[src/design/bpf_isa_pkg.sv]
package bpf_isa_pkg;

   // Code memory geometry
   localparam int code_addr_w = 6;
   localparam int code_data_w = 64;
   localparam int code_depth  = 1 << code_addr_w;

   // Instruction fields
   localparam int op_msb = 63;
   localparam int op_lsb = 56;
   localparam int jt_msb = 55;    // Taken offset relative to next pc
   localparam int jt_lsb = 48;
   localparam int jf_msb = 47;    // Not-taken offset
   localparam int jf_lsb = 40;
   localparam int k_msb  = 31;
   localparam int k_lsb  = 0;

   // Classic BPF encodings where one exists
   // Any value not listed here rejects the packet
   typedef enum logic [7:0] {
      op_ld_w    = 8'h20,
      op_ld_h    = 8'h28,
      op_ld_b    = 8'h30,
      op_ld_len  = 8'h80,
      op_add_k   = 8'h04,
      op_and_k   = 8'h54,
      op_jeq_k   = 8'h15,
      op_jgt_k   = 8'h25,
      op_jset_k  = 8'h45,
      op_ret_acc = 8'h06,
      op_ret_rej = 8'h0e
   } bpf_op_t;

endpackage

[src/design/inst_mem.sv]
`timescale 1ns/100ps

module inst_mem (
   input  logic                                clk,
   input  logic                                rst_n,
   input  logic                                wb_cyc,
   input  logic                                wb_stb,
   input  logic                                wb_we,
   input  logic [bpf_isa_pkg::code_addr_w-1:0] wb_adr,
   input  logic [bpf_isa_pkg::code_data_w-1:0] wb_dat_w,
   output logic                                wb_ack,
   input  logic [bpf_isa_pkg::code_addr_w-1:0] rd_addr,
   input  logic                                rd_en,
   output logic [bpf_isa_pkg::code_data_w-1:0] rd_data
);

   logic [bpf_isa_pkg::code_data_w-1:0] mem [bpf_isa_pkg::code_depth];
   logic                                wb_req;

   // Master holds the request until it sees ack
   assign wb_req = wb_cyc && wb_stb && !wb_ack;

   always_ff @(posedge clk or negedge rst_n) begin
      if (!rst_n) begin
         wb_ack <= 1'b0;
      end else begin
         wb_ack <= wb_req;    // Reads are acked too but return nothing
      end
   end

   always_ff @(posedge clk) begin
      if (wb_req && wb_we) begin
         mem[wb_adr] <= wb_dat_w;
      end
      // CPU fetch port
      if (rd_en) begin
         rd_data <= mem[rd_addr];
      end
   end

endmodule

[config.mk]
export PLATFORM = sky130hd
export DESIGN_NAME = inst_mem
export DESIGN_NICKNAME = d
export VERILOG_FILES = /design/src/design/bpf_isa_pkg.sv /design/src/design/inst_mem.sv
export SDC_FILE = /design/constraint.sdc
export NUM_CORES = 2
export LEC_CHECK = 0
export ABC_CLOCK_PERIOD_IN_PS = 9100
export BUFFER_PORTS_ARGS = -buffer_cell sky130_fd_sc_hd__buf_2
export CAP_MARGIN = 20
export CELL_PAD_IN_SITES_DETAIL_PLACEMENT = 0
export CELL_PAD_IN_SITES_GLOBAL_PLACEMENT = 2
export CORE_ASPECT_RATIO = 2
export CORE_MARGIN = 2
export CORE_UTILIZATION = 50
export CTS_BUF_LIST = sky130_fd_sc_hd__clkbuf_4 sky130_fd_sc_hd__clkbuf_8 sky130_fd_sc_hd__clkbuf_16
export DETAILED_ROUTE_END_ITERATION = 6
export GPL_TIMING_DRIVEN = 0
export PLACE_DENSITY = 0.79
export REMOVE_ABC_BUFFERS = 1
export SLEW_MARGIN = 20
export SYNTH_ARGS = -nofsm -noshare
export SYNTH_HDL_FRONTEND = slang
export SYNTH_SLANG_ARGS = --single-unit
[constraint.sdc]
create_clock -name clk -period 9.1 [get_ports clk]
set_clock_uncertainty 0.2 [all_clocks]
set_input_delay 1.82 -clock clk [delete_from_list [all_inputs] [get_ports clk]]
set_output_delay 1.82 -clock clk [all_outputs]
set_load 0.01 [all_outputs]
After elaboration in Yosys (flattened, before gate mapping)
Memory sizes are Yosys's and may differ from the RTL's. A register that Yosys moved wholly into a read port is not among the register bits.
Index checks and enable logic that the tools add are counted.
Word-level totals
  bits in registers: 1
  latch bits: 0
  memory bits (writable): 4096
  ROM bits: 0
  bits of input ports: 82
  logic and storage cells: 8
  memories: 1
Cells by class
  add/subtract/negate cells: 0
  multiply operators: 0
  div/mod/pow operators: 0
  order comparisons: 0
  equal/unequal tests: 0
  shift-type cells: 0
  mux-type cells: 2
  bitwise gates (word level): 0
  reductions and logical operators: 4
Memories
  mem: words 64, bits a word 64, rd ports 1, clocked after Yosys merged registers in 1, wr ports 1, line inst_mem.sv:17  | logic [bpf_isa_pkg::code_data_w-1:0] mem [bpf_isa_pkg::code_depth];
Operators by type and width (count)
  1-bit logical AND: 3
  1-bit 2-to-1 mux: 2
  1-bit logical NOT: 1

Depth between registers and ports, before layout
  word-level depth: 5
  depth in mapped cells: 9

Worst setup path before layout
OpenSTA, ideal clock, no wires.
  path kind: input to register
  start: input port wb_adr[5] (netlist bit)
  end: memory mem[39][0] (netlist bit), enable pin
  setup time: 487 ps
  arrival time: 5350 ps
  required time: 8413 ps
  slack: 3063 ps
  stages on the path: 4
  cell sequence: clkbuf_1 > or3b_2 > clkbuf_1 > nor2_1
RTL lines
  start: declaration: line inst_mem.sv:9  | input logic [bpf_isa_pkg::code_addr_w-1:0] wb_adr,
  end: declaration: line inst_mem.sv:17
Straight into the memory's write port.

==> results.txt <==
The number of I/O port buffers is between 100 and 150. The maximum ir drop on the vdd rail is 0.000188 V. The final net count is 7423. The clock sink total is ~4.2k. The post-CTS setup-driven buffer insertion count came out at 0. The die boundary height came out at 798 um.

The worst path in the final design needs a cycle of 5240 ps, including I/O delays and setup. OpenSTA, run right after detailed placement, puts the worst setup slack at 2950 ps. The hold violation total from the final report is 0. Max-cap violations in this run came to 0. For the final routed database, the setup TNS stands at 0 ps. Global routing used between 20% and 30% of the available tracks. The data required time of the worst path is 9510 ps.

The worst path setup slack after routing came out at 3860 ps. Measured in cells, the most critical reg-to-reg path has a length of 8. In this run the register-to-register setup slack is 4970 ps. In the synthesized netlist, the number of instances is 6795.

The fraction of the core area covered by cells at the end of the flow came out at between 50% and 60%. The maximum count of clock buffers along a single path came out at 4. The die extent in x is 401 um. Setup repair after global routing left no endpoint under its margin. The commonest cells after synthesis are sky130_fd_sc_hd__edfxtp_1, sky130_fd_sc_hd__mux4_2, sky130_fd_sc_hd__nand2_1. After global routing the overflow that remains totals 0.

The most used flip-flop cell after synthesis is sky130_fd_sc_hd__edfxtp_1. The maximum number of pins on one net before global-route repair came out at 112. The clock latency of the later-clocked register in the worst-skew pair is 940 ps. The area growth from synthesis to layout is 16.7%.

Before antenna repair, the detailed router went through 6 iterations. The worst hold slack after final layout is 375 ps. STA classifies the critical path startpoint as a primary input. By area the synthesized netlist is led by sky130_fd_sc_hd__edfxtp_1, sky130_fd_sc_hd__mux4_2, sky130_fd_sc_hd__mux2i_1, sky130_fd_sc_hd__a22oi_1, sky130_fd_sc_hd__nand3_1. The H-tree depth came out at 5.

The max-slew violation count is 0. The final layout contains routed wiring with a total length of 431000 um. The number of cells traversed by the worst hold path is 1. Headroom to the max-slew limit came out at 26.4%.

The total number of yosys warnings came out at 0. The critical path is of the in -> reg type. The number of antenna-violating nets in the routed design is 0. The class of the tightest hold or removal check is reg -> reg. TritonCTS built the clock tree.

STA puts the critical path data arrival time at 5650 ps. The synthesized design contains 4160 enable-type register cells. The count of instances resized after the clock tree is built is 0.

Based on the critical path, the design can be clocked at up to 191 MHz. The flow ran to the end, and the final reports show no timing, DRC or antenna violations. In this run the critical register-to-register path is captured at mem[46][12]. Summing the sequential cell areas from Yosys gives 79.3% of the chip area. The number of setup violations in the final report came out at 0. After detailed placement, the total cell area comes to 0.172 mm2. The number of hold buffers added after cts is 0. The actual transition at the worst max-transition pin came out at 1100 ps. The via count normalized by instance count came out at 6.52. Pin placement for this block handled 147 I/O pins. The DRC violation count after routing came out at 0. The weighted congestion at the end of routability-driven global placement is 0.703.

The fraction of layout instances using a drive strength above 1 is 29.2%. The die covers 0.320 mm2. The library cell used as clock root buffer is sky130_fd_sc_hd__clkbuf_16.

The number of buffers added by the clock tree synthesis step is 349. The average routed wire per standard cell came out at 36.8 um. The cell count after placement is 11.1k.

The static leakage is 57.3 nW. In this run the most critical hold path is launched from wb_ack. The row count is 291. The worst setup path is captured at a flip-flop. The largest total area in the synthesized netlist belongs to sky130_fd_sc_hd__edfxtp_1. The clock transition at the register clock pins on the worst setup and hold paths after CTS came out at 70 ps. The fraction of post-synthesis cell area in the top cell type by area is 79.3%.

The via count is between 70k and 80k. The share of flip-flops with an asynchronous set or reset after synthesis is 0.0240%. The power density over the cells came out at 207 mW/mm2. The effective utilization at floorplan came out at about half. The worst hold endpoint is wb_ack.

The number of DRC violations after detailed-routing iteration 0 is 9841. The global-route wire length before repair came out at around 600000 um. In the post-synthesis netlist, the cell with the most instances is sky130_fd_sc_hd__edfxtp_1. The synthesized area per cell came out at 23.2 um2. For this run, the number of standard cells in the final layout without fillers is 11.7k.

The final non-filler cell area came out at 0.184 mm2. After synthesis the netlist holds a flip-flop and latch count of 4161. The worst register-to-register path begins at wb_ack. The mapped netlist covers 0.157 mm2.

The number of global-route vias before repair is 78.3k. The design draws 38.1 mW. The core area came out at 0.313 mm2. In the finished design, the share of the clock period the worst path needs comes to about 58%.

The number of antenna violations at the first check in global routing came to 23. Of all nets on the critical path, the largest fanout is 111. The detailed-placement wirelength estimate came out at 279000 um. The netlist uses 36 different library cells.
[cell type report]
type / count / area [um2]
Sequential cell: 4161 / 125000
Multi-Input combinational cell: 2232 / 31000
Fill cell: 21331 / 130000
Clock buffer: 416 / 9390
Tap cell: 4102 / 5130
Inverter: 18 / 67.6
Timing Repair Buffer: 579 / 11200
Antenna cell: 9 / 22.5
Clock inverter: 201 / 2010
[per-layer routing]
metal	global-route usage (%)	up-vias	routed length, um
li1	-	30090	-
met1	31.8	40946	144000
met2	47.7	4112	228000
met3	4.16	1208	34500
met4	13.3	12	25100
met5	0	-	67
[registers in the layout, summed over array words and instances, names as in the netlist]
| register | count |
|---|---|
| mem | 4096 |
| wb_ack | 1 |
| rd_data | 64 |
[where the power goes]
| part | total (mW) | internal, mW | switching (mW) | leakage, nW |
|---|---|---|---|---|
| registers | 21.1 | 21.1 | 0.0127 | 37.4 |
| clock network | 15.3 | 8.42 | 6.84 | 5.64 |
| logic | 1.69 | 0.651 | 1.04 | 14.2 |
[kinds of logic after synthesis]
group | count (synthesis) | share of synthesized area (%)
AO/OA/AOI/OAI | 397 | 1.76
buffers and inverters | 402 | 1.31
multiplexers | 1171 | 15.6
AND/OR/NAND/NOR | 664 | 2.00
flip-flops | 4161 | 79.3
[worst max-delay path by stage]
stage / from / to / slack [ps] / cells past startpoint
5_1_grt: rd_addr[0] / rd_data[6] / 3640 / 9
4_1_cts: rd_addr[1] / rd_data[38] / 3900 / 10
2_1_floorplan: rd_addr[3] / rd_data[10] / 2060 / 5
6_report: rd_addr[1] / rd_data[38] / 3860 / 10
3_5_place_dp: rd_addr[0] / rd_data[7] / 2950 / 9
3_3_place_gp: rd_addr[2] / rd_data[16] / -56600 / 6
[critical path, stage by stage]
cell and delay [ps]:
sky130_fd_sc_hd__buf_12 320, sky130_fd_sc_hd__buf_16 330, sky130_fd_sc_hd__buf_16 380, sky130_fd_sc_hd__buf_16 440, sky130_fd_sc_hd__buf_16 390, sky130_fd_sc_hd__mux4_2 290
sky130_fd_sc_hd__mux2i_1 80, sky130_fd_sc_hd__o22ai_1 220, sky130_fd_sc_hd__a31oi_1 90, sky130_fd_sc_hd__nor2_1 600
[placed cells by master (no fill, tap or decap), types with 4 or more instances in the layout]
| cell type | netlist | final |
|---|---|---|
| sky130_fd_sc_hd__a2bb2oi_1 | 18 | 18 |
| sky130_fd_sc_hd__mux2i_1 | 147 | 147 |
| sky130_fd_sc_hd__inv_6 | 0 | 8 |
| sky130_fd_sc_hd__inv_1 | 18 | 18 |
| sky130_fd_sc_hd__nor2b_1 | 22 | 19 |
| sky130_fd_sc_hd__clkinv_2 | 0 | 50 |
| sky130_fd_sc_hd__nand3_1 | 179 | 179 |
| sky130_fd_sc_hd__diode_2 | 0 | 9 |
| sky130_fd_sc_hd__nand4_1 | 80 | 80 |
| sky130_fd_sc_hd__clkbuf_16 | 0 | 358 |
| sky130_fd_sc_hd__o21a_1 | 30 | 30 |
| sky130_fd_sc_hd__bufinv_16 | 0 | 36 |
| sky130_fd_sc_hd__nand2b_1 | 8 | 5 |
| sky130_fd_sc_hd__buf_16 | 0 | 238 |
| sky130_fd_sc_hd__o221ai_1 | 30 | 30 |
| sky130_fd_sc_hd__clkinvlp_4 | 0 | 12 |
| sky130_fd_sc_hd__clkbuf_4 | 0 | 58 |
| sky130_fd_sc_hd__nor2_1 | 119 | 53 |
| sky130_fd_sc_hd__clkinv_8 | 0 | 4 |
| sky130_fd_sc_hd__o21ai_1 | 11 | 11 |
| sky130_fd_sc_hd__mux4_2 | 1024 | 1024 |
| sky130_fd_sc_hd__a31oi_1 | 47 | 47 |
| sky130_fd_sc_hd__a22oi_1 | 128 | 128 |
| sky130_fd_sc_hd__or3_1 | 34 | 34 |
| sky130_fd_sc_hd__nand2_1 | 194 | 190 |
| sky130_fd_sc_hd__buf_12 | 0 | 195 |
| sky130_fd_sc_hd__clkinv_1 | 0 | 82 |
| sky130_fd_sc_hd__and3_1 | 17 | 17 |
| sky130_fd_sc_hd__edfxtp_1 | 4160 | 4160 |
| sky130_fd_sc_hd__buf_2 | 140 | 140 |
| sky130_fd_sc_hd__a211oi_1 | 15 | 15 |
| sky130_fd_sc_hd__o22ai_1 | 79 | 79 |
| sky130_fd_sc_hd__nor2_4 | 0 | 67 |
| sky130_fd_sc_hd__o21ai_0 | 37 | 37 |
No activity file was read; power rests on OpenSTA's default activity.
