<file path="src/design/bpf_isa_pkg.sv">
package bpf_isa_pkg;

   // Code memory geometry
   localparam int code_addr_w = 6;
   localparam int code_data_w = 64;
   localparam int code_depth  = 1 << code_addr_w;

   // Instruction fields
   localparam int op_msb = 63;
   localparam int op_lsb = 56;
   localparam int jt_msb = 55;    // Taken offset relative to next pc
   localparam int jt_lsb = 48;
   localparam int jf_msb = 47;    // Not-taken offset
   localparam int jf_lsb = 40;
   localparam int k_msb  = 31;
   localparam int k_lsb  = 0;

   // Classic BPF encodings where one exists
   // Any value not listed here rejects the packet
   typedef enum logic [7:0] {
      op_ld_w    = 8'h20,
      op_ld_h    = 8'h28,
      op_ld_b    = 8'h30,
      op_ld_len  = 8'h80,
      op_add_k   = 8'h04,
      op_and_k   = 8'h54,
      op_jeq_k   = 8'h15,
      op_jgt_k   = 8'h25,
      op_jset_k  = 8'h45,
      op_ret_acc = 8'h06,
      op_ret_rej = 8'h0e
   } bpf_op_t;

endpackage

</file>
<file path="src/design/pktbuf_pkg.sv">
package pktbuf_pkg;

   // Byte 0 of each word sits in bits 31..24
   localparam int pkt_data_w  = 32;
   localparam int pkt_bytes   = 256;
   localparam int pkt_words   = pkt_bytes / (pkt_data_w / 8);
   localparam int pkt_addr_w  = 6;    // Word address
   localparam int byte_addr_w = 8;
   localparam int inc_w       = 3;    // Up to 4 bytes per write
   localparam int plen_w      = 9;    // Holds a full 256-byte packet

   // CPU read width
   typedef enum logic [1:0] {
      sz_byte,
      sz_half,
      sz_word
   } xfer_sz_t;

   // Which stage owns the buffer
   typedef enum logic [1:0] {
      st_snoop,
      st_filter,
      st_forward
   } slot_state_t;

endpackage

</file>
<file path="src/design/bpfcpu.sv">
`timescale 1ns/100ps

module bpfcpu (
   input  logic                                clk,
   input  logic                                rst_n,
   input  logic                                rdy_for_cpu,
   input  logic [pktbuf_pkg::pkt_data_w-1:0]   resized_mem_data,
   input  logic                                resized_mem_data_vld,
   input  logic [pktbuf_pkg::plen_w-1:0]       cpu_byte_len,
   input  logic [bpf_isa_pkg::code_data_w-1:0] inst_rd_data,
   output logic                                rdy_for_cpu_ack,
   output logic [pktbuf_pkg::byte_addr_w-1:0]  byte_rd_addr,
   output logic                                cpu_rd_en,
   output pktbuf_pkg::xfer_sz_t                transfer_sz,
   output logic                                cpu_acc,
   output logic                                cpu_rej,
   output logic [bpf_isa_pkg::code_addr_w-1:0] inst_rd_addr,
   output logic                                inst_rd_en
);

   typedef enum logic [1:0] {
      st_idle,
      st_fetch,
      st_exec,
      st_load_wait
   } cpu_state_t;

   cpu_state_t                          state;
   logic [bpf_isa_pkg::code_addr_w-1:0] pc;
   logic [31:0]                         acc;
   bpf_isa_pkg::bpf_op_t                op;
   logic [7:0]                          jt;
   logic [7:0]                          jf;
   logic [31:0]                         k;
   logic [7:0]                          jmp_off;
   logic [8:0]                          pc_nxt;    // Room for pc plus an 8-bit offset
   logic                                wrapped;
   logic                                is_load;
   logic                                legal;
   logic [31:0]                         ld_off;
   logic [2:0]                          ld_bytes;
   pktbuf_pkg::xfer_sz_t                ld_sz;
   logic                                ld_oob;
   logic                                finish;

   assign op = bpf_isa_pkg::bpf_op_t'(inst_rd_data[bpf_isa_pkg::op_msb:bpf_isa_pkg::op_lsb]);
   assign jt = inst_rd_data[bpf_isa_pkg::jt_msb:bpf_isa_pkg::jt_lsb];
   assign jf = inst_rd_data[bpf_isa_pkg::jf_msb:bpf_isa_pkg::jf_lsb];
   assign k  = inst_rd_data[bpf_isa_pkg::k_msb:bpf_isa_pkg::k_lsb];

   assign inst_rd_addr    = pc;
   assign inst_rd_en      = (state == st_fetch);
   assign rdy_for_cpu_ack = (state == st_idle) && rdy_for_cpu;

   // Decode
   always_comb begin
      is_load  = 1'b0;
      legal    = 1'b1;
      jmp_off  = 8'd0;
      ld_sz    = pktbuf_pkg::sz_word;
      ld_bytes = 3'd4;
      ld_off   = {k[31:2], 2'b00};    // Rounded down to natural alignment
      case (op)
         bpf_isa_pkg::op_ld_b: begin
            is_load  = 1'b1;
            ld_sz    = pktbuf_pkg::sz_byte;
            ld_bytes = 3'd1;
            ld_off   = k;
         end
         bpf_isa_pkg::op_ld_h: begin
            is_load  = 1'b1;
            ld_sz    = pktbuf_pkg::sz_half;
            ld_bytes = 3'd2;
            ld_off   = {k[31:1], 1'b0};
         end
         bpf_isa_pkg::op_ld_w:   is_load = 1'b1;
         bpf_isa_pkg::op_jeq_k:  jmp_off = (acc == k) ? jt : jf;
         bpf_isa_pkg::op_jgt_k:  jmp_off = (acc > k) ? jt : jf;
         bpf_isa_pkg::op_jset_k: jmp_off = (|(acc & k)) ? jt : jf;
         bpf_isa_pkg::op_ld_len, bpf_isa_pkg::op_and_k, bpf_isa_pkg::op_add_k,
         bpf_isa_pkg::op_ret_acc, bpf_isa_pkg::op_ret_rej: ;
         default: legal = 1'b0;
      endcase
   end

   // Falling off the end of code memory rejects
   assign pc_nxt  = 9'(pc) + 9'd1 + 9'(jmp_off);
   assign wrapped = |pc_nxt[8:bpf_isa_pkg::code_addr_w];
   assign ld_oob  = ({1'b0, ld_off} + 33'(ld_bytes)) > 33'(cpu_byte_len);

   assign finish = (op == bpf_isa_pkg::op_ret_acc) || (op == bpf_isa_pkg::op_ret_rej)
                   || !legal || wrapped || (is_load && ld_oob);

   always_ff @(posedge clk or negedge rst_n) begin
      if (!rst_n) begin
         state     <= st_idle;
         pc        <= '0;
         acc       <= '0;
         cpu_rd_en <= 1'b0;
         cpu_acc   <= 1'b0;
         cpu_rej   <= 1'b0;
      end else begin
         cpu_rd_en <= 1'b0;
         cpu_acc   <= 1'b0;
         cpu_rej   <= 1'b0;
         case (state)
            st_idle: begin
               if (rdy_for_cpu_ack) begin    // Fresh run for the new packet
                  state <= st_fetch;
                  pc    <= '0;
                  acc   <= '0;
               end
            end
            st_fetch: state <= st_exec;
            st_exec: begin
               pc <= pc_nxt[bpf_isa_pkg::code_addr_w-1:0];
               if (finish) begin
                  state   <= st_idle;
                  cpu_acc <= (op == bpf_isa_pkg::op_ret_acc);
                  cpu_rej <= (op != bpf_isa_pkg::op_ret_acc);
               end else if (is_load) begin
                  state     <= st_load_wait;
                  cpu_rd_en <= 1'b1;
               end else begin
                  state <= st_fetch;
                  case (op)
                     bpf_isa_pkg::op_ld_len: acc <= 32'(cpu_byte_len);
                     bpf_isa_pkg::op_and_k:  acc <= acc & k;
                     bpf_isa_pkg::op_add_k:  acc <= acc + k;
                     default: ;                        // Jumps only move the pc
                  endcase
               end
            end
            default: begin
               // Write-back once the buffer answers
               if (resized_mem_data_vld) begin
                  acc   <= resized_mem_data;
                  state <= st_fetch;
               end
            end
         endcase
      end
   end

   always_ff @(posedge clk) begin
      if (state == st_exec) begin
         byte_rd_addr <= ld_off[pktbuf_pkg::byte_addr_w-1:0];
         transfer_sz  <= ld_sz;
      end
   end

endmodule

</file>
<file path="config.mk">
export PLATFORM = sky130hd
export DESIGN_NAME = bpfcpu
export DESIGN_NICKNAME = d
export VERILOG_FILES = /design/src/design/bpf_isa_pkg.sv /design/src/design/pktbuf_pkg.sv /design/src/design/bpfcpu.sv
export SDC_FILE = /design/constraint.sdc
export NUM_CORES = 1
export LEC_CHECK = 0
export BUFFER_PORTS_ARGS = -buffer_cell sky130_fd_sc_hd__buf_2
export CORE_MARGIN = 2
export CORE_UTILIZATION = 52
export DETAILED_ROUTE_END_ITERATION = 10
export PLACE_DENSITY = 0.79
export SYNTH_ARGS = -nofsm -noshare
export SYNTH_HDL_FRONTEND = slang
export SYNTH_SLANG_ARGS = --single-unit
</file>
<file path="constraint.sdc">
create_clock -name clk -period 4.9 [get_ports clk]
set_input_delay 0.735 -clock clk [delete_from_list [all_inputs] [get_ports clk]]
set_output_delay 0.735 -clock clk [all_outputs]
set_load 0.02 [all_outputs]
</file>
# Word level (Yosys, flattened, before mapping)
# Index checks and enable logic that the tools add are counted.
[word_totals] register_bits=53 input_bits=109 output_inout_bits=21
[op_classes] addsub=4 n_lt_le_gt_ge=2 eq_ne=19 mux=29 bitwise=2 reduce_logical=18
[op_table] op="32-bit one-hot mux with 3 select lines" count=2
[op_table] op="32-bit two-way mux" count=4
[op_table] op="32-bit by 3-bit adder with 33-bit output" count=1
[op_table] op="33-bit by 9-bit > comparator with 1-bit output" count=1
[op_table] op="32-bit adder" count=1
[op_table] op="32-bit bitwise AND" count=1
[op_table] op="32-bit equality test" count=1
[op_table] op="8-bit by 6-bit equality test with 1-bit output, second input constant" count=4
[op_table] op="32-bit > comparator" count=1
[op_table] op="32-bit OR reduction" count=1
[op_table] op="8-bit two-way mux" count=3
[op_table] op="8-bit one-hot mux with 3 select lines" count=1
[op_table] op="8-bit by 3-bit equality test with 1-bit output, second input constant" count=2
[op_table] op="8-bit by 7-bit equality test with 1-bit output, second input constant" count=2
[op_table] op="6-bit one-hot mux with 2 select lines" count=1
[op_table] op="11-bit OR reduction" count=1
[op_table] op="7-bit by 8-bit adder with 9-bit output" count=1
[op_table] op="1-bit two-way mux" count=9
[op_table] op="8-bit by 4-bit equality test with 1-bit output, second input constant" count=1
[op_table] op="8-bit by 5-bit equality test with 1-bit output, second input constant" count=1
[op_table] op="8-bit equality test, second input constant" count=1
[op_table] op="2-bit two-way mux" count=4
[op_table] op="8-bit by 3-bit inequality test with 1-bit output, second input constant" count=1
[op_table] op="2-bit one-hot mux with 2 select lines" count=2
[op_table] op="other kinds (19)" count=27

# Logic depth before layout (Yosys ltp)
[depth] word_depth=10 depth_mapped=26

# Worst setup path before layout
# Ideal clock, no wire load.
[synth_path] path_kind="input port to flip-flop" startpoint="in inst_rd_data[58] (netlist bit)" endpoint="reg state[0]" setup_ns=0.073 arrival_ns=5.425 required_ns=4.827 slack_ns=-0.598 cell_stages=22 path_buffers=0 cell_sequence="or4b_1 > or2_2 > a21oi_1 > inv_1 > ha_1 > nand3_1 > or4_4 > a21oi_2 > nand4_1 > xnor2_1 > ha_1 > o21a_1 > o21a_1 > o22ai_1 > a31oi_1 > or4_2 > nor4_2 > nand4_1 > and2_4 > o31ai_4 > o21ai_2 > a21oi_2"
[synth_lines] item="from (decl)" line="bpfcpu.sv:10" text="input logic [bpf_isa_pkg::code_data_w-1:0] inst_rd_data,"
[synth_lines] item="8-bit by 6-bit equality test with 1-bit output" line="bpfcpu.sv:63" text="case (op)"
[synth_lines] item="3-bit one-hot mux with 2 select lines *" line="bpfcpu.sv:63"
[synth_lines] item="via ld_bytes[2]" line="bpfcpu.sv:41" text="logic [2:0] ld_bytes;"
[synth_lines] item="32-bit by 3-bit adder with 33-bit output *" line="bpfcpu.sv:89" text="assign ld_oob = ({1'b0, ld_off} + 33'(ld_bytes)) > 33'(cpu_byte_len);"
[synth_lines] item="33-bit by 9-bit > comparator with 1-bit output *" line="bpfcpu.sv:89"
[synth_lines] item="1-bit logical AND *" line="bpfcpu.sv:92" text="|| !legal || wrapped || (is_load && ld_oob);"
[synth_lines] item="1-bit logical OR *" line="bpfcpu.sv:92"
[synth_lines] item="2-bit two-way mux *" line="bpfcpu.sv:117" text="if (finish) begin"
[synth_lines] item="2-bit one-hot mux with 3 select lines *" line="bpfcpu.sv:106" text="case (state)"
[synth_lines] item="to (signal assigned)" line="bpfcpu.sv:96" text="state <= st_idle;"
[synth_lines] item="to (signal assigned)" line="bpfcpu.sv:109" text="state <= st_fetch;"
[synth_lines] item="to (signal assigned)" line="bpfcpu.sv:118" text="state <= st_idle;"
[synth_lines] item="to (decl)" line="bpfcpu.sv:28" text="cpu_state_t state;"
# The timed path passes the listed nets; every way through them passes the cells marked *.
# A chain may end at the register's enable or synchronous reset.

# Final worst setup path
# Same ends and word-level chain as after synthesis.

==> reports/metrics.cfg <==
[run_status]
status=complete, but fails checks
violations=negative setup slack

[synth]
netlist_instances=837
synth_edf_count=10
async_flop_share_pct=81.13
syn_area_um2=6559
ys_ff_latch=53
synth.distinct_cells=77
synth_warnings=0
synth_fp_nets=1034
yosysSeqAreaShare_pct=20.98
synth-main-ff-cell=dfrtp_1
syn_avg_cell_area_um2=7.836

[grt]
grt_use_met3_pct=6.539
grtUsageMet2_pct=55.43
antenna_found_initial=0
grt_pass1_vias=7184
busiest_layer=met2
overflow=0
grt_first_pass_wirelength_um=35180
use_met1_pct=41.41
track_usage_pct=33.28
grt_start_max_net_pins=44

[timing]
max_slew_margin_pct=24.80
setup_viol=5
max_slew.worst_pin.slew_ns=1.128
post-route-period-util_pct=104.9
hold_ws_ns=0.5230
hold_viol=0
setup_slack_ns=-0.2378
max_clock_freq_mhz=194.6
drv_slew=0
fin_crit_ns=5.138
rsz0062_at_grt=true
skew_ns=0.008620

[clock_network]
clk_latency_ns=0.32
clkTransAtPathRegs_ns=0.08
cts_root_buf=clkbuf_16
cts_sinks=53
cts_buffers=5
cts_tree=built
htree_levels=2
cts_buffer_depth=2
hold_buffers=0

[pwr]
power.density_nw_per_um2=433.4
seqPwrFrac_pct=19.0
p_switching_uw=1839
p_int_uw=2042
power.total_uw=3880
peakVddDrop_uv=211.7
p_comb_share_pct=71.2
p_sw_share_pct=47.39
power.leakage_uw=0.004361
clockPowerShare_pct=9.9

[worst_setup_path]
cp-start-kind=input pin
slowest_stage=or4b_4
crit_path_end_kind=flip-flop
critPathMaxFanout=3
crit_family=simple AND/OR/NAND/NOR gates
cp_data_arrival_time_ns=5.39
critPathKind=input pin to flip-flop
slowest_delay_ns=0.54
cp_data_required_time_ns=5.15
cp_cell_sequence=buf_6, or4b_4, or2_4, a21oi_4, inv_2, ha_4, nand3_2, or4_4, a21oi_4, nand4_1, xnor2_1, ha_1, o21a_1, o21a_1, o22ai_1, a31oi_1, or4_4, nor4_2, nand4_1, and2_4, o31ai_4, o21ai_2, a21oi_2
cp_num_buf_inv=2

[route]
vias=7817
wl_per_cell_um=18.18
via_per_inst=6.069
drc_errors=0
drt_pass1_iterations=6
routed_wl_um=23420
drt_first_iter_violations=755
antenna_left=0

[placed_design]
place_area_um2=8600
dpl_worst_slack_ns=-0.5587
place_hpwl_um=17690
io_buffers=121
place_congestion=0.9712

[die]
dieWidth_um=116.3
start_util_pct=52.61
die-area_um2=13530
coreArea_um2=12470
die_h_um=116.3
io_pins=130
num_rows=41

[layout]
drive_above_1_share_pct=32.50
post-route-util_pct=71.82
seqCellArea_um2=1376
multiInputGateArea_um2=4966
fillCellCount=994
nNetsFinal=1310
areaGrowthSynthToFinish_pct=36.49
layout_common_cells=buf_4, buf_2, nor2_1, ha_1, inv_1
mostFrequentLayoutCell=buf_4
fin_area_um2=8952

[hold_path]
hp-class=flip-flop to flip-flop

[flow_run]
cap_violations=0

[Yosys cell counts, types with 15 or more instances]
cell      count  area (um2)
xnor2_1      35       306.5
a21oi_1      57       285.3
nor3_1       22       110.1
inv_1        75       281.5
nor2_1       84       315.3
clkbuf_1     24       90.09
ha_1         85        1064
dfrtp_1      43        1076
nor2b_1      15       93.84
nand2_1      67       251.5
nand3_1      20       100.1
o21ai_0      59       295.3
nor4_1       15       93.84
[worst min-delay path, stage by stage, from the launching register on]
cell     delay (ns)
dfrtp_1        0.37
nand2_1        0.05
o21ai_0        0.07
[logic make-up after synthesis]
family | share of synthesized area, %
multiplexers | 1.736
XOR/XNOR | 6.543
flip-flops | 20.98
AND/OR/NAND/NOR | 23.20
buffers and inverters | 5.952
adder cells (fa/ha/maj) | 17.13
AO/OA/AOI/OAI | 24.46
[per-stage QoR]
step | setup TNS, ns | cells
floorplan | -0.5169 | 837
global placement | -7.287 | 1270
detailed placement | -10.35 | 1270
CTS | -0.6910 | 1281
global route | -2.565 | 1286
finish | -0.8728 | 1288
[layer usage]
metal	part of all wire, %	vias up
li1	-	3625
met3	8.6	114
met2	47	412
met5	0	-
met1	39	3666
met4	5.0	0
[cell type report]
cell class | count | share of cell area, %
clock inverter | 2 | 0.1677
multi-input combinational | 683 | 55.47
tap | 172 | 2.404
clock buffer | 6 | 1.440
sequential | 53 | 15.37
timing repair buffer | 295 | 21.94
inverter | 75 | 3.145
antenna | 2 | 0.05590
[state kept, by name, summed over array words and instances (netlist names)]
signal,cells
inst_rd_addr,6
acc,32
byte_rd_addr,8
cpu_rej,1
transfer_sz,2
cpu_acc,1
state,2
cpu_rd_en,1
[power by group through the flow]
stage	combinational [uW]	clock, uW	sequential (uW)
after floorplan	1600	0	734
after global placement	2500	0	738
after detailed placement	2560	0	744
after CTS	2590	383	735
after global routing	3000	402	756
final	2760	383	736
[timing repair]
action | 4_1_cts | 5_1_grt
pin swaps | 3 | 5
endpoints found under the setup margin | 18 | 37
setup buffers | 3 | 3
hold endpoints to repair | 0 | 0
gates cloned | 0 | 2
gates resized for setup | 5 | 25
[worst paths after layout]
| check | start | endpoint | slack, ns | depth (start not counted) |
|---|---|---|---|---|
| worst max-delay path | inst_rd_data[58] | state[0]$_DFFE_PN0P_ | -0.24 | 23 |
| worst min-delay path | inst_rd_addr[0]$_DFFE_PN0P_ | inst_rd_addr[0]$_DFFE_PN0P_ | 0.52 | 2 |
| worst max register to register | acc[31]$_DFFE_PN0P_ | acc[16]$_DFFE_PN0P_ | 0.19 | 23 |
| worst min register to register | inst_rd_addr[0]$_DFFE_PN0P_ | inst_rd_addr[0]$_DFFE_PN0P_ | 0.52 | 2 |
| max in group asynchronous | rst_n | acc[9]$_DFFE_PN0P_ | 3.57 | 1 |
| min in group asynchronous | rst_n | inst_rd_addr[3]$_DFFE_PN0P_ | 0.63 | 1 |
(Power assumes the default switching activity.)
